==> config.mk <==
export PLATFORM = sky130hd
export DESIGN_NAME = rvc_decode_stage
export DESIGN_NICKNAME = d
export VERILOG_FILES = /design/src/rv32i_isa_pkg.sv /design/src/rvc_pkg.sv /design/src/rvc_quadrant0_expander.sv /design/src/rvc_quadrant1_expander.sv /design/src/rvc_quadrant2_expander.sv /design/src/rvc_expander.sv /design/src/rvc_decode_stage.sv
export SDC_FILE = /design/constraint.sdc
export NUM_CORES = 1
export LEC_CHECK = 0
export BUFFER_PORTS_ARGS = -buffer_cell sky130_fd_sc_hd__buf_2
export CORE_UTILIZATION = 45
export CTS_BUF_LIST = sky130_fd_sc_hd__clkbuf_4
export CTS_CLUSTER_SIZE = 25
export DETAILED_ROUTE_END_ITERATION = 8
export PLACE_DENSITY = 0.69
export SYNTH_ARGS = -nofsm -noshare
export SYNTH_HDL_FRONTEND = slang
export SYNTH_HIERARCHICAL = 1
export SYNTH_SLANG_ARGS = --single-unit
==> constraint.sdc <==
create_clock -name clk_i -period 0.8 [get_ports clk_i]
set_input_delay 0.12 -clock clk_i [delete_from_list [all_inputs] [get_ports clk_i]]
set_output_delay 0.12 -clock clk_i [all_outputs]
set_load 0.1 [all_outputs]
==> src/rv32i_isa_pkg.sv <==
// RV32I base encodings
package rv32i_isa_pkg;

  // Major opcodes
  localparam logic [6:0] OPCODE_OPIMM  = 7'b0010011;
  localparam logic [6:0] OPCODE_OP     = 7'b0110011;
  localparam logic [6:0] OPCODE_LUI    = 7'b0110111;
  localparam logic [6:0] OPCODE_LOAD   = 7'b0000011;
  localparam logic [6:0] OPCODE_STORE  = 7'b0100011;
  localparam logic [6:0] OPCODE_BRANCH = 7'b1100011;
  localparam logic [6:0] OPCODE_JAL    = 7'b1101111;
  localparam logic [6:0] OPCODE_JALR   = 7'b1100111;
  localparam logic [6:0] OPCODE_SYSTEM = 7'b1110011;

  // funct3 codes for the ops the expanders produce
  localparam logic [2:0] F3_ADD     = 3'b000;
  localparam logic [2:0] F3_SLL     = 3'b001;
  localparam logic [2:0] F3_SRL_SRA = 3'b101;
  localparam logic [2:0] F3_XOR     = 3'b100;
  localparam logic [2:0] F3_OR      = 3'b110;
  localparam logic [2:0] F3_AND     = 3'b111;
  localparam logic [2:0] F3_LW      = 3'b010;
  localparam logic [2:0] F3_SW      = 3'b010;
  localparam logic [2:0] F3_BEQ     = 3'b000;
  localparam logic [2:0] F3_BNE     = 3'b001;

  localparam logic [6:0] F7_BASE = 7'b0000000;
  localparam logic [6:0] F7_ALT  = 7'b0100000; // SUB, SRA

  // Fixed registers
  localparam logic [4:0] REG_ZERO = 5'd0;
  localparam logic [4:0] REG_RA   = 5'd1;
  localparam logic [4:0] REG_SP   = 5'd2;

  // EBREAK has funct12 = 1, all register fields zero
  localparam logic [31:0] INSTR_EBREAK = {12'h001, 5'd0, 3'b000, 5'd0, OPCODE_SYSTEM};

endpackage

==> src/rvc_pkg.sv <==
// RVC compressed formats
package rvc_pkg;

  // Low two bits of the fetch word
  localparam logic [1:0] QUAD_0    = 2'b00;
  localparam logic [1:0] QUAD_1    = 2'b01;
  localparam logic [1:0] QUAD_2    = 2'b10;
  localparam logic [1:0] QUAD_FULL = 2'b11; // 32-bit instruction

  // Quadrant 0
  localparam logic [2:0] CF3_ADDI4SPN = 3'b000;
  localparam logic [2:0] CF3_LW       = 3'b010;
  localparam logic [2:0] CF3_SW       = 3'b110;
  // Quadrant 1
  localparam logic [2:0] CF3_ADDI     = 3'b000;
  localparam logic [2:0] CF3_JAL      = 3'b001;
  localparam logic [2:0] CF3_LI       = 3'b010;
  localparam logic [2:0] CF3_LUI      = 3'b011; // also C.ADDI16SP
  localparam logic [2:0] CF3_MISC_ALU = 3'b100;
  localparam logic [2:0] CF3_J        = 3'b101;
  localparam logic [2:0] CF3_BEQZ     = 3'b110;
  localparam logic [2:0] CF3_BNEZ     = 3'b111;
  // Quadrant 2
  localparam logic [2:0] CF3_SLLI     = 3'b000;
  localparam logic [2:0] CF3_LWSP     = 3'b010;
  localparam logic [2:0] CF3_CR       = 3'b100; // JR, MV, EBREAK, JALR, ADD
  localparam logic [2:0] CF3_SWSP     = 3'b110;

  // Upper bits of x8..x15 for the 3-bit register fields
  localparam logic [1:0] RVC_PRIME_BASE = 2'b01;

  typedef struct packed {
    logic [3:0] funct4;
    logic [4:0] rd_rs1;
    logic [4:0] rs2;
    logic [1:0] op;
  } rvc_cr_t;

  typedef struct packed {
    logic [2:0] funct3;
    logic       imm_hi;  // Bit 12
    logic [4:0] rd_rs1;
    logic [4:0] imm_lo;  // Bits 6:2
    logic [1:0] op;
  } rvc_ci_t;

  typedef struct packed {
    logic [2:0] funct3;
    logic [5:0] imm;
    logic [4:0] rs2;
    logic [1:0] op;
  } rvc_css_t;

  typedef struct packed {
    logic [2:0] funct3;
    logic [7:0] imm;
    logic [2:0] rd_p;
    logic [1:0] op;
  } rvc_ciw_t;

  typedef struct packed {
    logic [2:0] funct3;
    logic [2:0] imm_hi;
    logic [2:0] rs1_p;
    logic [1:0] imm_lo;
    logic [2:0] rd_p;
    logic [1:0] op;
  } rvc_cl_t;

  typedef struct packed {
    logic [2:0] funct3;
    logic [2:0] imm_hi;
    logic [2:0] rs1_p;
    logic [1:0] imm_lo;
    logic [2:0] rs2_p;
    logic [1:0] op;
  } rvc_cs_t;

  typedef struct packed {
    logic [5:0] funct6;
    logic [2:0] rd_rs1_p;
    logic [1:0] funct2;
    logic [2:0] rs2_p;
    logic [1:0] op;
  } rvc_ca_t;

  // Branches use imm_hi and funct2 as offset bits
  typedef struct packed {
    logic [2:0] funct3;
    logic       imm_hi;
    logic [1:0] funct2;
    logic [2:0] rs1_p;
    logic [4:0] imm_lo;
    logic [1:0] op;
  } rvc_cb_t;

  typedef struct packed {
    logic [2:0]  funct3;
    logic [10:0] target;
    logic [1:0]  op;
  } rvc_cj_t;

  typedef union packed {
    rvc_cr_t  cr;
    rvc_ci_t  ci;
    rvc_css_t css;
    rvc_ciw_t ciw;
    rvc_cl_t  cl;
    rvc_cs_t  cs;
    rvc_ca_t  ca;
    rvc_cb_t  cb;
    rvc_cj_t  cj;
  } rvc_instr_u;

endpackage

==> src/rvc_quadrant0_expander.sv <==
// RVC quadrant 0 expander
module rvc_quadrant0_expander
  import rv32i_isa_pkg::*, rvc_pkg::*;
(
  input  rvc_instr_u  cinstr_i,
  output logic [31:0] instr_o,
  output logic        illegal_o
);

  logic [11:0] addi4spn_imm;
  logic [6:0]  word_off;     // Shared by C.LW and C.SW

  // nzuimm[5:4|9:6|2|3] sits in bits 12:5
  assign addi4spn_imm = {2'b00, cinstr_i.ciw.imm[5:2], cinstr_i.ciw.imm[7:6],
                         cinstr_i.ciw.imm[0], cinstr_i.ciw.imm[1], 2'b00};
  assign word_off     = {cinstr_i.cl.imm_lo[0], cinstr_i.cl.imm_hi,
                         cinstr_i.cl.imm_lo[1], 2'b00};

  always_comb begin
    instr_o   = '0;
    illegal_o = 1'b0;
    case (cinstr_i.ciw.funct3)
      CF3_ADDI4SPN: begin
        if (cinstr_i.ciw.imm == 8'd0) begin
          illegal_o = 1'b1; // Also covers the all-zero halfword
        end else begin
          instr_o = {addi4spn_imm, REG_SP, F3_ADD,
                     RVC_PRIME_BASE, cinstr_i.ciw.rd_p, OPCODE_OPIMM};
        end
      end
      CF3_LW: begin
        instr_o = {5'b0, word_off, RVC_PRIME_BASE, cinstr_i.cl.rs1_p, F3_LW,
                   RVC_PRIME_BASE, cinstr_i.cl.rd_p, OPCODE_LOAD};
      end
      CF3_SW: begin
        instr_o = {5'b0, word_off[6:5], RVC_PRIME_BASE, cinstr_i.cs.rs2_p,
                   RVC_PRIME_BASE, cinstr_i.cs.rs1_p, F3_SW, word_off[4:0], OPCODE_STORE};
      end
      default: illegal_o = 1'b1; // FP forms and reserved
    endcase
  end

endmodule

==> src/rvc_quadrant1_expander.sv <==
// RVC quadrant 1 expander
module rvc_quadrant1_expander
  import rv32i_isa_pkg::*, rvc_pkg::*;
(
  input  rvc_instr_u  cinstr_i,
  output logic [31:0] instr_o,
  output logic        illegal_o
);

  logic [11:0] ci_imm;      // Sign-extended 6-bit immediate
  logic [5:0]  ci_imm6;
  logic [11:0] addi16sp_imm;
  logic [20:0] j_off;
  logic [12:0] b_off;
  logic [4:0]  rd_p;
  logic [4:0]  rs2_p;
  logic [4:0]  jal_rd;
  logic [2:0]  br_f3;

  assign ci_imm6 = {cinstr_i.ci.imm_hi, cinstr_i.ci.imm_lo};
  assign ci_imm  = {{6{cinstr_i.ci.imm_hi}}, ci_imm6};

  // nzimm[9|4|6|8:7|5] from bits 12 and 6:2
  assign addi16sp_imm = {{3{cinstr_i.ci.imm_hi}}, cinstr_i.ci.imm_lo[2:1],
                         cinstr_i.ci.imm_lo[3], cinstr_i.ci.imm_lo[0],
                         cinstr_i.ci.imm_lo[4], 4'b0000};

  // offset[11|4|9:8|10|6|7|3:1|5]
  assign j_off = {{9{cinstr_i.cj.target[10]}}, cinstr_i.cj.target[10],
                  cinstr_i.cj.target[6], cinstr_i.cj.target[8:7],
                  cinstr_i.cj.target[4], cinstr_i.cj.target[5],
                  cinstr_i.cj.target[0], cinstr_i.cj.target[9],
                  cinstr_i.cj.target[3:1], 1'b0};

  // offset[8|4:3] in 12:10, [7:6|2:1|5] in 6:2
  assign b_off = {{4{cinstr_i.cb.imm_hi}}, cinstr_i.cb.imm_hi,
                  cinstr_i.cb.imm_lo[4:3], cinstr_i.cb.imm_lo[0],
                  cinstr_i.cb.funct2, cinstr_i.cb.imm_lo[2:1], 1'b0};

  assign rd_p   = {RVC_PRIME_BASE, cinstr_i.cb.rs1_p};
  assign rs2_p  = {RVC_PRIME_BASE, cinstr_i.ca.rs2_p};
  assign jal_rd = (cinstr_i.cj.funct3 == CF3_JAL) ? REG_RA : REG_ZERO;
  assign br_f3  = (cinstr_i.cb.funct3 == CF3_BNEZ) ? F3_BNE : F3_BEQ;

  always_comb begin
    instr_o   = '0;
    illegal_o = 1'b0;
    case (cinstr_i.ci.funct3)
      CF3_ADDI: begin
        instr_o = {ci_imm, cinstr_i.ci.rd_rs1, F3_ADD, cinstr_i.ci.rd_rs1, OPCODE_OPIMM};
      end
      CF3_LI: begin
        instr_o = {ci_imm, REG_ZERO, F3_ADD, cinstr_i.ci.rd_rs1, OPCODE_OPIMM};
      end
      CF3_JAL, CF3_J: begin
        instr_o = {j_off[20], j_off[10:1], j_off[11], j_off[19:12], jal_rd, OPCODE_JAL};
      end
      CF3_LUI: begin
        if (ci_imm6 == 6'd0 || cinstr_i.ci.rd_rs1 == REG_ZERO) begin
          illegal_o = 1'b1;
        end else if (cinstr_i.ci.rd_rs1 == REG_SP) begin
          instr_o = {addi16sp_imm, REG_SP, F3_ADD, REG_SP, OPCODE_OPIMM}; // C.ADDI16SP
        end else begin
          instr_o = {{14{cinstr_i.ci.imm_hi}}, ci_imm6, cinstr_i.ci.rd_rs1, OPCODE_LUI};
        end
      end
      CF3_MISC_ALU: begin
        case (cinstr_i.cb.funct2)
          2'b00, 2'b01: begin
            if (cinstr_i.cb.imm_hi) begin
              illegal_o = 1'b1; // shamt[5] is RV64 only
            end else begin
              instr_o = {cinstr_i.cb.funct2[0] ? F7_ALT : F7_BASE, cinstr_i.cb.imm_lo,
                         rd_p, F3_SRL_SRA, rd_p, OPCODE_OPIMM};
            end
          end
          2'b10: instr_o = {ci_imm, rd_p, F3_AND, rd_p, OPCODE_OPIMM}; // C.ANDI
          default: begin
            if (cinstr_i.ca.funct6[2]) begin
              illegal_o = 1'b1; // SUBW, ADDW and reserved
            end else begin
              case (cinstr_i.ca.funct2)
                2'b00:   instr_o = {F7_ALT, rs2_p, rd_p, F3_ADD, rd_p, OPCODE_OP};
                2'b01:   instr_o = {F7_BASE, rs2_p, rd_p, F3_XOR, rd_p, OPCODE_OP};
                2'b10:   instr_o = {F7_BASE, rs2_p, rd_p, F3_OR, rd_p, OPCODE_OP};
                default: instr_o = {F7_BASE, rs2_p, rd_p, F3_AND, rd_p, OPCODE_OP};
              endcase
            end
          end
        endcase
      end
      CF3_BEQZ, CF3_BNEZ: begin
        instr_o = {b_off[12], b_off[10:5], REG_ZERO, rd_p, br_f3,
                   b_off[4:1], b_off[11], OPCODE_BRANCH};
      end
    endcase
  end

endmodule

==> src/rvc_quadrant2_expander.sv <==
// RVC quadrant 2 expander
module rvc_quadrant2_expander
  import rv32i_isa_pkg::*, rvc_pkg::*;
(
  input  rvc_instr_u  cinstr_i,
  output logic [31:0] instr_o,
  output logic        illegal_o
);

  logic [11:0] lwsp_imm;
  logic [4:0]  rd;
  logic [4:0]  rs2;

  // offset[5] in bit 12, offset[4:2|7:6] in 6:2
  assign lwsp_imm = {4'b0000, cinstr_i.ci.imm_lo[1:0], cinstr_i.ci.imm_hi,
                     cinstr_i.ci.imm_lo[4:2], 2'b00};
  assign rd       = cinstr_i.cr.rd_rs1;
  assign rs2      = cinstr_i.cr.rs2;

  always_comb begin
    instr_o   = '0;
    illegal_o = 1'b0;
    case (cinstr_i.ci.funct3)
      CF3_SLLI: begin
        if (cinstr_i.ci.imm_hi) begin
          illegal_o = 1'b1;
        end else begin
          instr_o = {F7_BASE, cinstr_i.ci.imm_lo, rd, F3_SLL, rd, OPCODE_OPIMM};
        end
      end
      CF3_LWSP: begin
        if (rd == REG_ZERO) illegal_o = 1'b1;
        else instr_o = {lwsp_imm, REG_SP, F3_LW, rd, OPCODE_LOAD};
      end
      CF3_SWSP: begin
        // offset[5:2|7:6] in bits 12:7
        instr_o = {4'b0000, cinstr_i.css.imm[1:0], cinstr_i.css.imm[5], cinstr_i.css.rs2,
                   REG_SP, F3_SW, cinstr_i.css.imm[4:2], 2'b00, OPCODE_STORE};
      end
      CF3_CR: begin
        if (!cinstr_i.cr.funct4[0]) begin
          if (rs2 != REG_ZERO) begin
            instr_o = {F7_BASE, rs2, REG_ZERO, F3_ADD, rd, OPCODE_OP}; // C.MV
          end else if (rd == REG_ZERO) begin
            illegal_o = 1'b1;
          end else begin
            instr_o = {12'd0, rd, 3'b000, REG_ZERO, OPCODE_JALR};      // C.JR
          end
        end else begin
          if (rs2 != REG_ZERO) begin
            instr_o = {F7_BASE, rs2, rd, F3_ADD, rd, OPCODE_OP};       // C.ADD
          end else if (rd == REG_ZERO) begin
            instr_o = INSTR_EBREAK;
          end else begin
            instr_o = {12'd0, rd, 3'b000, REG_RA, OPCODE_JALR};        // C.JALR
          end
        end
      end
      default: illegal_o = 1'b1; // FP stack forms
    endcase
  end

endmodule

==> src/rvc_expander.sv <==
// RVC expander by quadrant
module rvc_expander
  import rvc_pkg::*;
(
  input  logic [31:0] instr_i,
  output logic [31:0] instr_o,
  output logic        is_compressed_o,
  output logic        illegal_o
);

  rvc_instr_u  cinstr;
  logic [31:0] q0_instr, q1_instr, q2_instr;
  logic        q0_illegal, q1_illegal, q2_illegal;

  assign cinstr = instr_i[15:0];

  rvc_quadrant0_expander u_q0 (.cinstr_i(cinstr), .instr_o(q0_instr), .illegal_o(q0_illegal));
  rvc_quadrant1_expander u_q1 (.cinstr_i(cinstr), .instr_o(q1_instr), .illegal_o(q1_illegal));
  rvc_quadrant2_expander u_q2 (.cinstr_i(cinstr), .instr_o(q2_instr), .illegal_o(q2_illegal));

  assign is_compressed_o = (cinstr.cr.op != QUAD_FULL);

  always_comb begin
    case (cinstr.cr.op)
      QUAD_0: begin
        instr_o   = q0_instr;
        illegal_o = q0_illegal;
      end
      QUAD_1: begin
        instr_o   = q1_instr;
        illegal_o = q1_illegal;
      end
      QUAD_2: begin
        instr_o   = q2_instr;
        illegal_o = q2_illegal;
      end
      default: begin
        instr_o   = instr_i; // Full word passes through
        illegal_o = 1'b0;
      end
    endcase
  end

endmodule

==> src/rvc_decode_stage.sv <==
// Registered RVC decode stage
module rvc_decode_stage (
  input  logic        clk_i,
  input  logic        arst_n_i,
  input  logic        valid_i,
  input  logic [31:0] instr_i,
  output logic        valid_o,
  output logic [31:0] instr_o,
  output logic        is_compressed_o,
  output logic        illegal_o
);

  logic [31:0] exp_instr;
  logic        exp_compressed;
  logic        exp_illegal;

  rvc_expander u_expander (
    .instr_i        (instr_i),
    .instr_o        (exp_instr),
    .is_compressed_o(exp_compressed),
    .illegal_o      (exp_illegal)
  );

  always_ff @(posedge clk_i or negedge arst_n_i) begin
    if (!arst_n_i) begin
      valid_o         <= 1'b0;
      instr_o         <= '0;
      is_compressed_o <= 1'b0;
      illegal_o       <= 1'b0;
    end else begin
      valid_o <= valid_i;
      if (valid_i) begin // Hold result between accepted words
        instr_o         <= exp_instr;
        is_compressed_o <= exp_compressed;
        illegal_o       <= exp_illegal;
      end
    end
  end

endmodule

==> results of run 1 <==
[report_power, final]
group	switching [uW]	total, uW	internal [uW]
registers	292	2360	2060
clock network	692	1100	412
logic	3120	5500	2380
[flip-flops by register name, indices dropped and copies added (netlist names)]
| signal | cells |
|---|---|
| valid_o | 1 |
| is_compressed_o | 1 |
| instr_o | 32 |
| illegal_o | 1 |
[cell type report]
cell class / count / area [um^2] / share of cell area (%)
clock inverters: 1 / 5.00 / 0.0833
flip-flops and latches: 35 / 921 / 15.3
well taps: 105 / 131 / 2.19
repair buffers: 181 / 1970 / 32.8
multi-input cells: 284 / 2890 / 48.0
clock buffers: 7 / 52.6 / 0.874
inverters: 11 / 43.8 / 0.729
[final timing paths]
path	depth (start not counted)	endpoint	slack, ns
worst max-delay path	12	instr_o[1]	-1.02
worst min-delay path	2	valid_o	0.12
worst max register to register	3	instr_o[26]	-0.27
worst min register to register	1	instr_o[27]	0.57
max in group asynchronous	3	instr_o[29]	0.30
min in group asynchronous	3	instr_o[12]	0.25
[cells in the final DEF, fill, tap and decap left out, types with 4 or more instances in the layout]
| master | instances |
|---|---|
| buf_4 | 93 |
| buf_12 | 47 |
| mux2_4 | 34 |
| dfrtp_2 | 33 |
| mux4_2 | 27 |
| buf_2 | 23 |
| a21oi_1 | 19 |
| nand2_1 | 17 |
| conb_1 | 14 |
| and2_1 | 13 |
| nor2_1 | 12 |
| buf_6 | 11 |
| inv_1 | 9 |
| clkbuf_4 | 8 |
| nand3_1 | 8 |
| and3_1 | 7 |
| nor2b_1 | 7 |
| o21ai_0 | 7 |
| nor4_4 | 6 |
| buf_8 | 5 |
| nor3_1 | 5 |
| a22o_1 | 4 |
| nor3b_1 | 4 |
| a221o_1 | 4 |
| o211ai_1 | 4 |
[timing repair]
action	in CTS	in global routing
endpoints found under the setup margin	69	69
buffers inserted	21	5
gates cloned	0	0
gates resized for setup	62	14
endpoints found under the hold margin	35	0
hold buffers	1	0
pin swaps	25	11
[worst max-delay path, cell delays in order]
cell	delay [ns]
buf_8	0.11
buf_12	0.12
nor4_4	0.25
buf_4	0.18
buf_12	0.11
buf_8	0.10
nand2_8	0.06
nor3_4	0.21
nor3_2	0.09
mux2_4	0.27
o22a_1	0.21
mux2_4	0.25
[metal layers]
metal / share of wire [%] / vias up / wire length, um
li1: - / 1666 / -
met3: 6.8 / 38 / 974
met4: 2.8 / 0 / 408
met2: 48 / 172 / 6940
met1: 42 / 1920 / 6000
met5: 0 / - / 0
[metrics by stage]
step,setup slack (ns),hold slack (ns),util (%)
final,-1.02,0.117,72.4
after global routing,-1.06,0.102,72.4
after global placement,-1.48,0.0958,65.3
after CTS,-0.979,0.107,71.1
after detailed placement,-1.47,0.107,65.3
after floorplan,-1.16,-0.176,-
[cells by family (layout without fill, tap and decap cells)]
group / after synthesis / count (layout) / synth area share, %
AOI/OAI and AO/OA: 80 / 80 / 15.1
other: 2 / 14 / 0.193
buffers and inverters: 59 / 200 / 10.8
muxes: 70 / 70 / 32.0
and+or+nand+nor: 120 / 120 / 19.4
DFF: 35 / 35 / 22.5
==> summary.md, run 1 <==
| Metric | Value |
|---|---|
| Status | complete, but fails checks |
| Failing checks | setup timing |
| Vias in the first global route | 3951 |
| Final setup violation count | 69 |
| Row cnt | 33 |
| Seq/Total Area, Yosys | 22.5% |
| Die Wd | 95.0 um |
| Hold/Removal Path Class | in -> reg |
| Endpoint type of the worst setup path | flip-flop |
| Post-route cell area | 0.00601 mm^2 |
| Skew-Pair Late Insertion Delay | 0.34 ns |
| Die Y | 95.0 um |
| Nets@finish | 553 |
| Routed Antenna Nets | 0 |
| CTS Root Cell | clkbuf_4 |
| Die area | 0.00902 mm^2 |
| WS Path Type | in -> reg |
| Yosys warnings | 6 |
| # placed instances | 590 |
| CTS max path bufs | 2 |
| Final WS setup | -1.02 ns |
| Clock sinks | 35 |
| Reg clk slew, reported paths | 0.11 ns |
| Initial antenna violation count | 0 |
| Final wirelength | 14300 um |
| Core footprint | 0.00830 mm^2 |
| Final Non-Filler Cells | 624 |
| Syn avg cell area | 10.6 um^2 |
| Grt met1 use | 45.4% |
| GR Util All Layers | 33.7% |
| Pwr/cell area | 1490 mW/mm^2 |
| Startpoint Class | input port |
| Tcrit/Tclk final | 228% |
| Leak Pwr | 0.00267 uW |
| RePlAce Congestion | 0.971 |
| Largest net degree at the start of global routing | 36 |
| Vias/cell | 6.08 |
| Most frequent cell after synthesis | dfrtp_1 |
| RSZ-0062 raised after global routing | true |
| Total CTS buffers | 5 |
| Yosys top cell area share | 22.5% |
| Pre-antenna DRT Iters | 5 |
| Post-route setup TNS | -39.67 ns |
| Worst vdd ir | 0.00102 V |
| Number of flops mapped to enable cells by yosys | 0 |
| Mapped Area | 0.00389 mm^2 |
| Slew Limit Fails | 0 |
| CP Data Required Time | 1.04 ns |
| Crit Path Max Fanout | 5 |
| Placed Instance Area | 0.00542 mm^2 |
| ANT cells | 0 |
| Post-synth top cells | 35 x dfrtp_1, 30 x mux2_4, 27 x mux4_2 |
| Max Freq | 548 MHz |
| Grt ovf | 0 |
| DR WL/cell | 23.0 um |
| Synth Flop Type | dfrtp_1 |
| P&R area growth vs syn | 54.5% |
| Area leader, netlist | dfrtp_1 |
| H-tree Lvls | 2 |
| Detailed-placement wirelength estimate | 10700 um |
| Initial core utilization | 46.9% |
| Asr flop ratio synth | 100% |
| DRC viols | 0 |
| CTS tree | built |
| Global Route met3 Usage | 4.11% |
| Unique masters post-synth | 70 |
| Total power | 8960 uW |
| Proportion of layout cells with a drive suffix above 1 | 66.1% |
| Syn Inst Count | 366 |
| CP startpoint | instr_i[9] |
| Slew @ Worst Pin | 0.579 ns |
| Tmin final | 1.82 ns |
| Worst Skew | 0 ns |
| Vias | 3796 |
| First-pass GRT wire length | 22400 um |
| Max cap viols | 0 |
| Max-slew headroom | 61.4% |
| CP arrival | 2.07 ns |
| I/O pin count | 70 |
| Port bufs | 69 |
| DRT iter0 DRCs | 255 |
| Fill cells | 625 |
| Grt peak-use layer | met2 |
| Synth area leaders | dfrtp_1 23%, mux4_2 16%, mux2_4 12% |
| Hold Crit Start | valid_i |
| Worst r2r src | instr_o[26] |
| Met2 GRT Util | 56.2% |
| Synthesis-stage register bit count | 35 |
| Hold Vio Cnt, Final | 0 |
Note: power is estimated with default switching activity, not from simulation.
==> run 2: changes to the inputs <==
==> constraint.sdc (replaced) <==
create_clock -name clk_i -period 0.8 [get_ports clk_i]
set_input_delay 0.16 -clock clk_i [delete_from_list [all_inputs] [get_ports clk_i]]
set_output_delay 0.16 -clock clk_i [all_outputs]
set_load 0.1 [all_outputs]
==> summary.md, run 2 (synthesis gave the netlist of run 1 again) <==
| Metric | Value |
|---|---|
| Status | complete, but fails checks (unchanged) |
| Failing checks | setup timing (unchanged) |
| GR Util All Layers | 33.0% (was 33.7%) |
| Reg-to-reg slack, setup | -0.32 ns (was -0.27 ns) |
| Detailed-placement wirelength estimate | 10400 um (was 10700 um) |
| Post-Route Utilization | 74.1% (was 72.4%) |
| RePlAce Congestion | 0.927 (was 0.971) |
| CTS Root Cell | clkbuf_4 (unchanged) |
| Port bufs | 69 (unchanged) |
| CTS tree | built (unchanged) |
| Commonest non-fill, non-tap cells in the layout | 99 x buf_4, 47 x buf_12, 35 x dfrtp_4, 33 x mux2_4, 29 x mux4_2 (was 93 x buf_4, 47 x buf_12, 34 x mux2_4, 33 x dfrtp_2, 27 x mux4_2) |
| Tmin final | 1.86 ns (was 1.82 ns) |
| Slew @ Worst Pin | 0.534 ns (was 0.579 ns) |
| Commonest non-fill, non-tap cell in the layout | buf_4 (unchanged) |
| Slew Limit Fails | 0 (unchanged) |
| Core footprint | 0.00830 mm^2 (unchanged) |
| DRT iter0 DRCs | 367 (was 255) |
| Endpoint type of the worst setup path | flip-flop (unchanged) |
| First-pass GRT wire length | 21700 um (was 22400 um) |
| Die Wd | 95.0 um (unchanged) |
| Initial antenna violation count | 1 (was 0) |
| Final Non-Filler Cells | 633 (was 624) |
| Tcrit/Tclk final | 233% (was 228%) |
| Max-slew headroom | 64.4% (was 61.4%) |
| # placed instances | 594 (was 590) |
| Worst Skew | 0 ns (unchanged) |
| Critical path's top delay family | compound AO/OA/AOI/OAI gates (was buffers and inverters) |
| Grt ovf | 0 (unchanged) |
| Largest net degree at the start of global routing | 36 (unchanged) |
| Die area | 0.00902 mm^2 (unchanged) |
| Pwr/cell area | 1470 mW/mm^2 (was 1490 mW/mm^2) |
| WS Path Type | in -> reg (unchanged) |
| Die Y | 95.0 um (unchanged) |
| Final wirelength | 14100 um (was 14300 um) |
| Post-route setup TNS | -43.24 ns (was -39.67 ns) |
| DR WL/cell | 22.3 um (was 23.0 um) |
| Most flops, register | instr_o (unchanged) |
| Final setup violation count | 69 (unchanged) |
| CP peak stage delay | 0.44 ns (was 0.27 ns) |
| DRC viols | 0 (unchanged) |
| Pre-antenna DRT Iters | 6 (was 5) |
| Row cnt | 33 (unchanged) |
| I/O pin count | 70 (unchanged) |
| Cell mode on critical path | a221o_1 |
| Vias/cell | 6.11 (was 6.08) |
| Total CTS buffers | 5 (unchanged) |
| Max FFs per register | 32 (unchanged) |
| Initial core utilization | 46.9% (unchanged) |
| CP Data Required Time | 1.04 ns (about the same) |
| Worst vdd ir | 0.00126 V (was 0.00102 V) |
| Crit path cell chain | buf_6 > nor4_4 > nand2_1 > a221o_1 > a221o_1 > mux4_2 > mux2_4 (was buf_8 > buf_12 > nor4_4 > buf_4 > buf_12 > buf_8 > nand2_8 > nor3_4 > nor3_2 > mux2_4 > o22a_1 > mux2_4) |
| Leak Pwr | 0.00269 uW (was 0.00267 uW) |
| Clock sinks | 35 (unchanged) |
| Setup WS pre-CTS | -1.49 ns (was -1.47 ns) |
| Nets@finish | 563 (was 553) |
| Vias | 3867 (was 3796) |
| Max cap viols | 0 (unchanged) |
| Routed Antenna Nets | 0 (unchanged) |
| Crit Path Max Fanout | 3 (was 5) |
| RSZ-0062 raised after global routing | true (unchanged) |
| P&R area growth vs syn | 58.1% (was 54.5%) |
| Critical-path top delay cell | mux4_2 (was mux2_4) |
| Vias in the first global route | 3850 (was 3951) |
| Max Freq | 537 MHz (was 548 MHz) |
| Final WS setup | -1.06 ns (was -1.02 ns) |
| Startpoint Class | input port (unchanged) |
| Reg clk slew, reported paths | 0.11 ns (about the same) |
| Proportion of layout cells with a drive suffix above 1 | 67.2% (was 66.1%) |
| CP arrival | 2.10 ns (was 2.07 ns) |
| WP buf/inv | 1 (was 5) |
| Hold Vio Cnt, Final | 0 (unchanged) |
| Hold/Removal Path Class | in -> reg (unchanged) |
| H-tree Lvls | 2 (unchanged) |
| Skew-Pair Late Insertion Delay | 0.34 ns (about the same) |
| ANT cells | 0 (unchanged) |
| CTS max path bufs | 2 (unchanged) |
## run 2: worst paths after layout
kind | cells past startpoint | from | endpoint
worst min register to register | 1 | instr_o[25] | instr_o[25]
worst max register to register | 3 | instr_o[24] | instr_o[24]
worst min-delay path | 2 | valid_i | valid_o
max in group asynchronous | 3 | arst_n_i | instr_o[5]
min in group asynchronous | 3 | arst_n_i | instr_o[18]
worst max-delay path | 7 | instr_i[3] | instr_o[7]
## run 2: what timing repair did
action | in CTS | in global routing
resized for setup | 59 | 21
endpoints found under the setup margin | 69 | 69
hold buffers | 1 | 0
endpoints found under the hold margin | 35 | 0
pin swaps | 26 | 16
buffers inserted | 24 | 12
## run 2: routing by layer
metal	vias to the layer above	track usage, %	routed length (um)
li1	1678	-	-
met1	1946	45.7	6040
met5	-	0	0
met3	32	5.07	1150
met2	211	52.5	6580
met4	0	11.1	361
## run 2: cell type report
type                    count  area [um^2]
repair buffers            191         2060
well taps                 105          131
clock inverters             2         8.76
multi-input cells         284         2860
clock buffers               5         37.5
flip-flops and latches     35         1010
inverters                  11         43.8
fillers                   607         2150
## run 2: metrics by stage
stage	instance area (um^2)	power (uW)	hold WS (ns)
floorplan	4160	5670	-0.136
global placement	5540	7630	0.132
detailed placement	5540	7690	0.141
CTS	5970	8930	0.147
global route	6150	9360	0.145
finish	6150	9050	0.156
## run 2: power breakdown
part	total, uW	internal [uW]	switching, uW
clock network	1000	313	688
logic	5590	2450	3150
registers	2460	2180	281
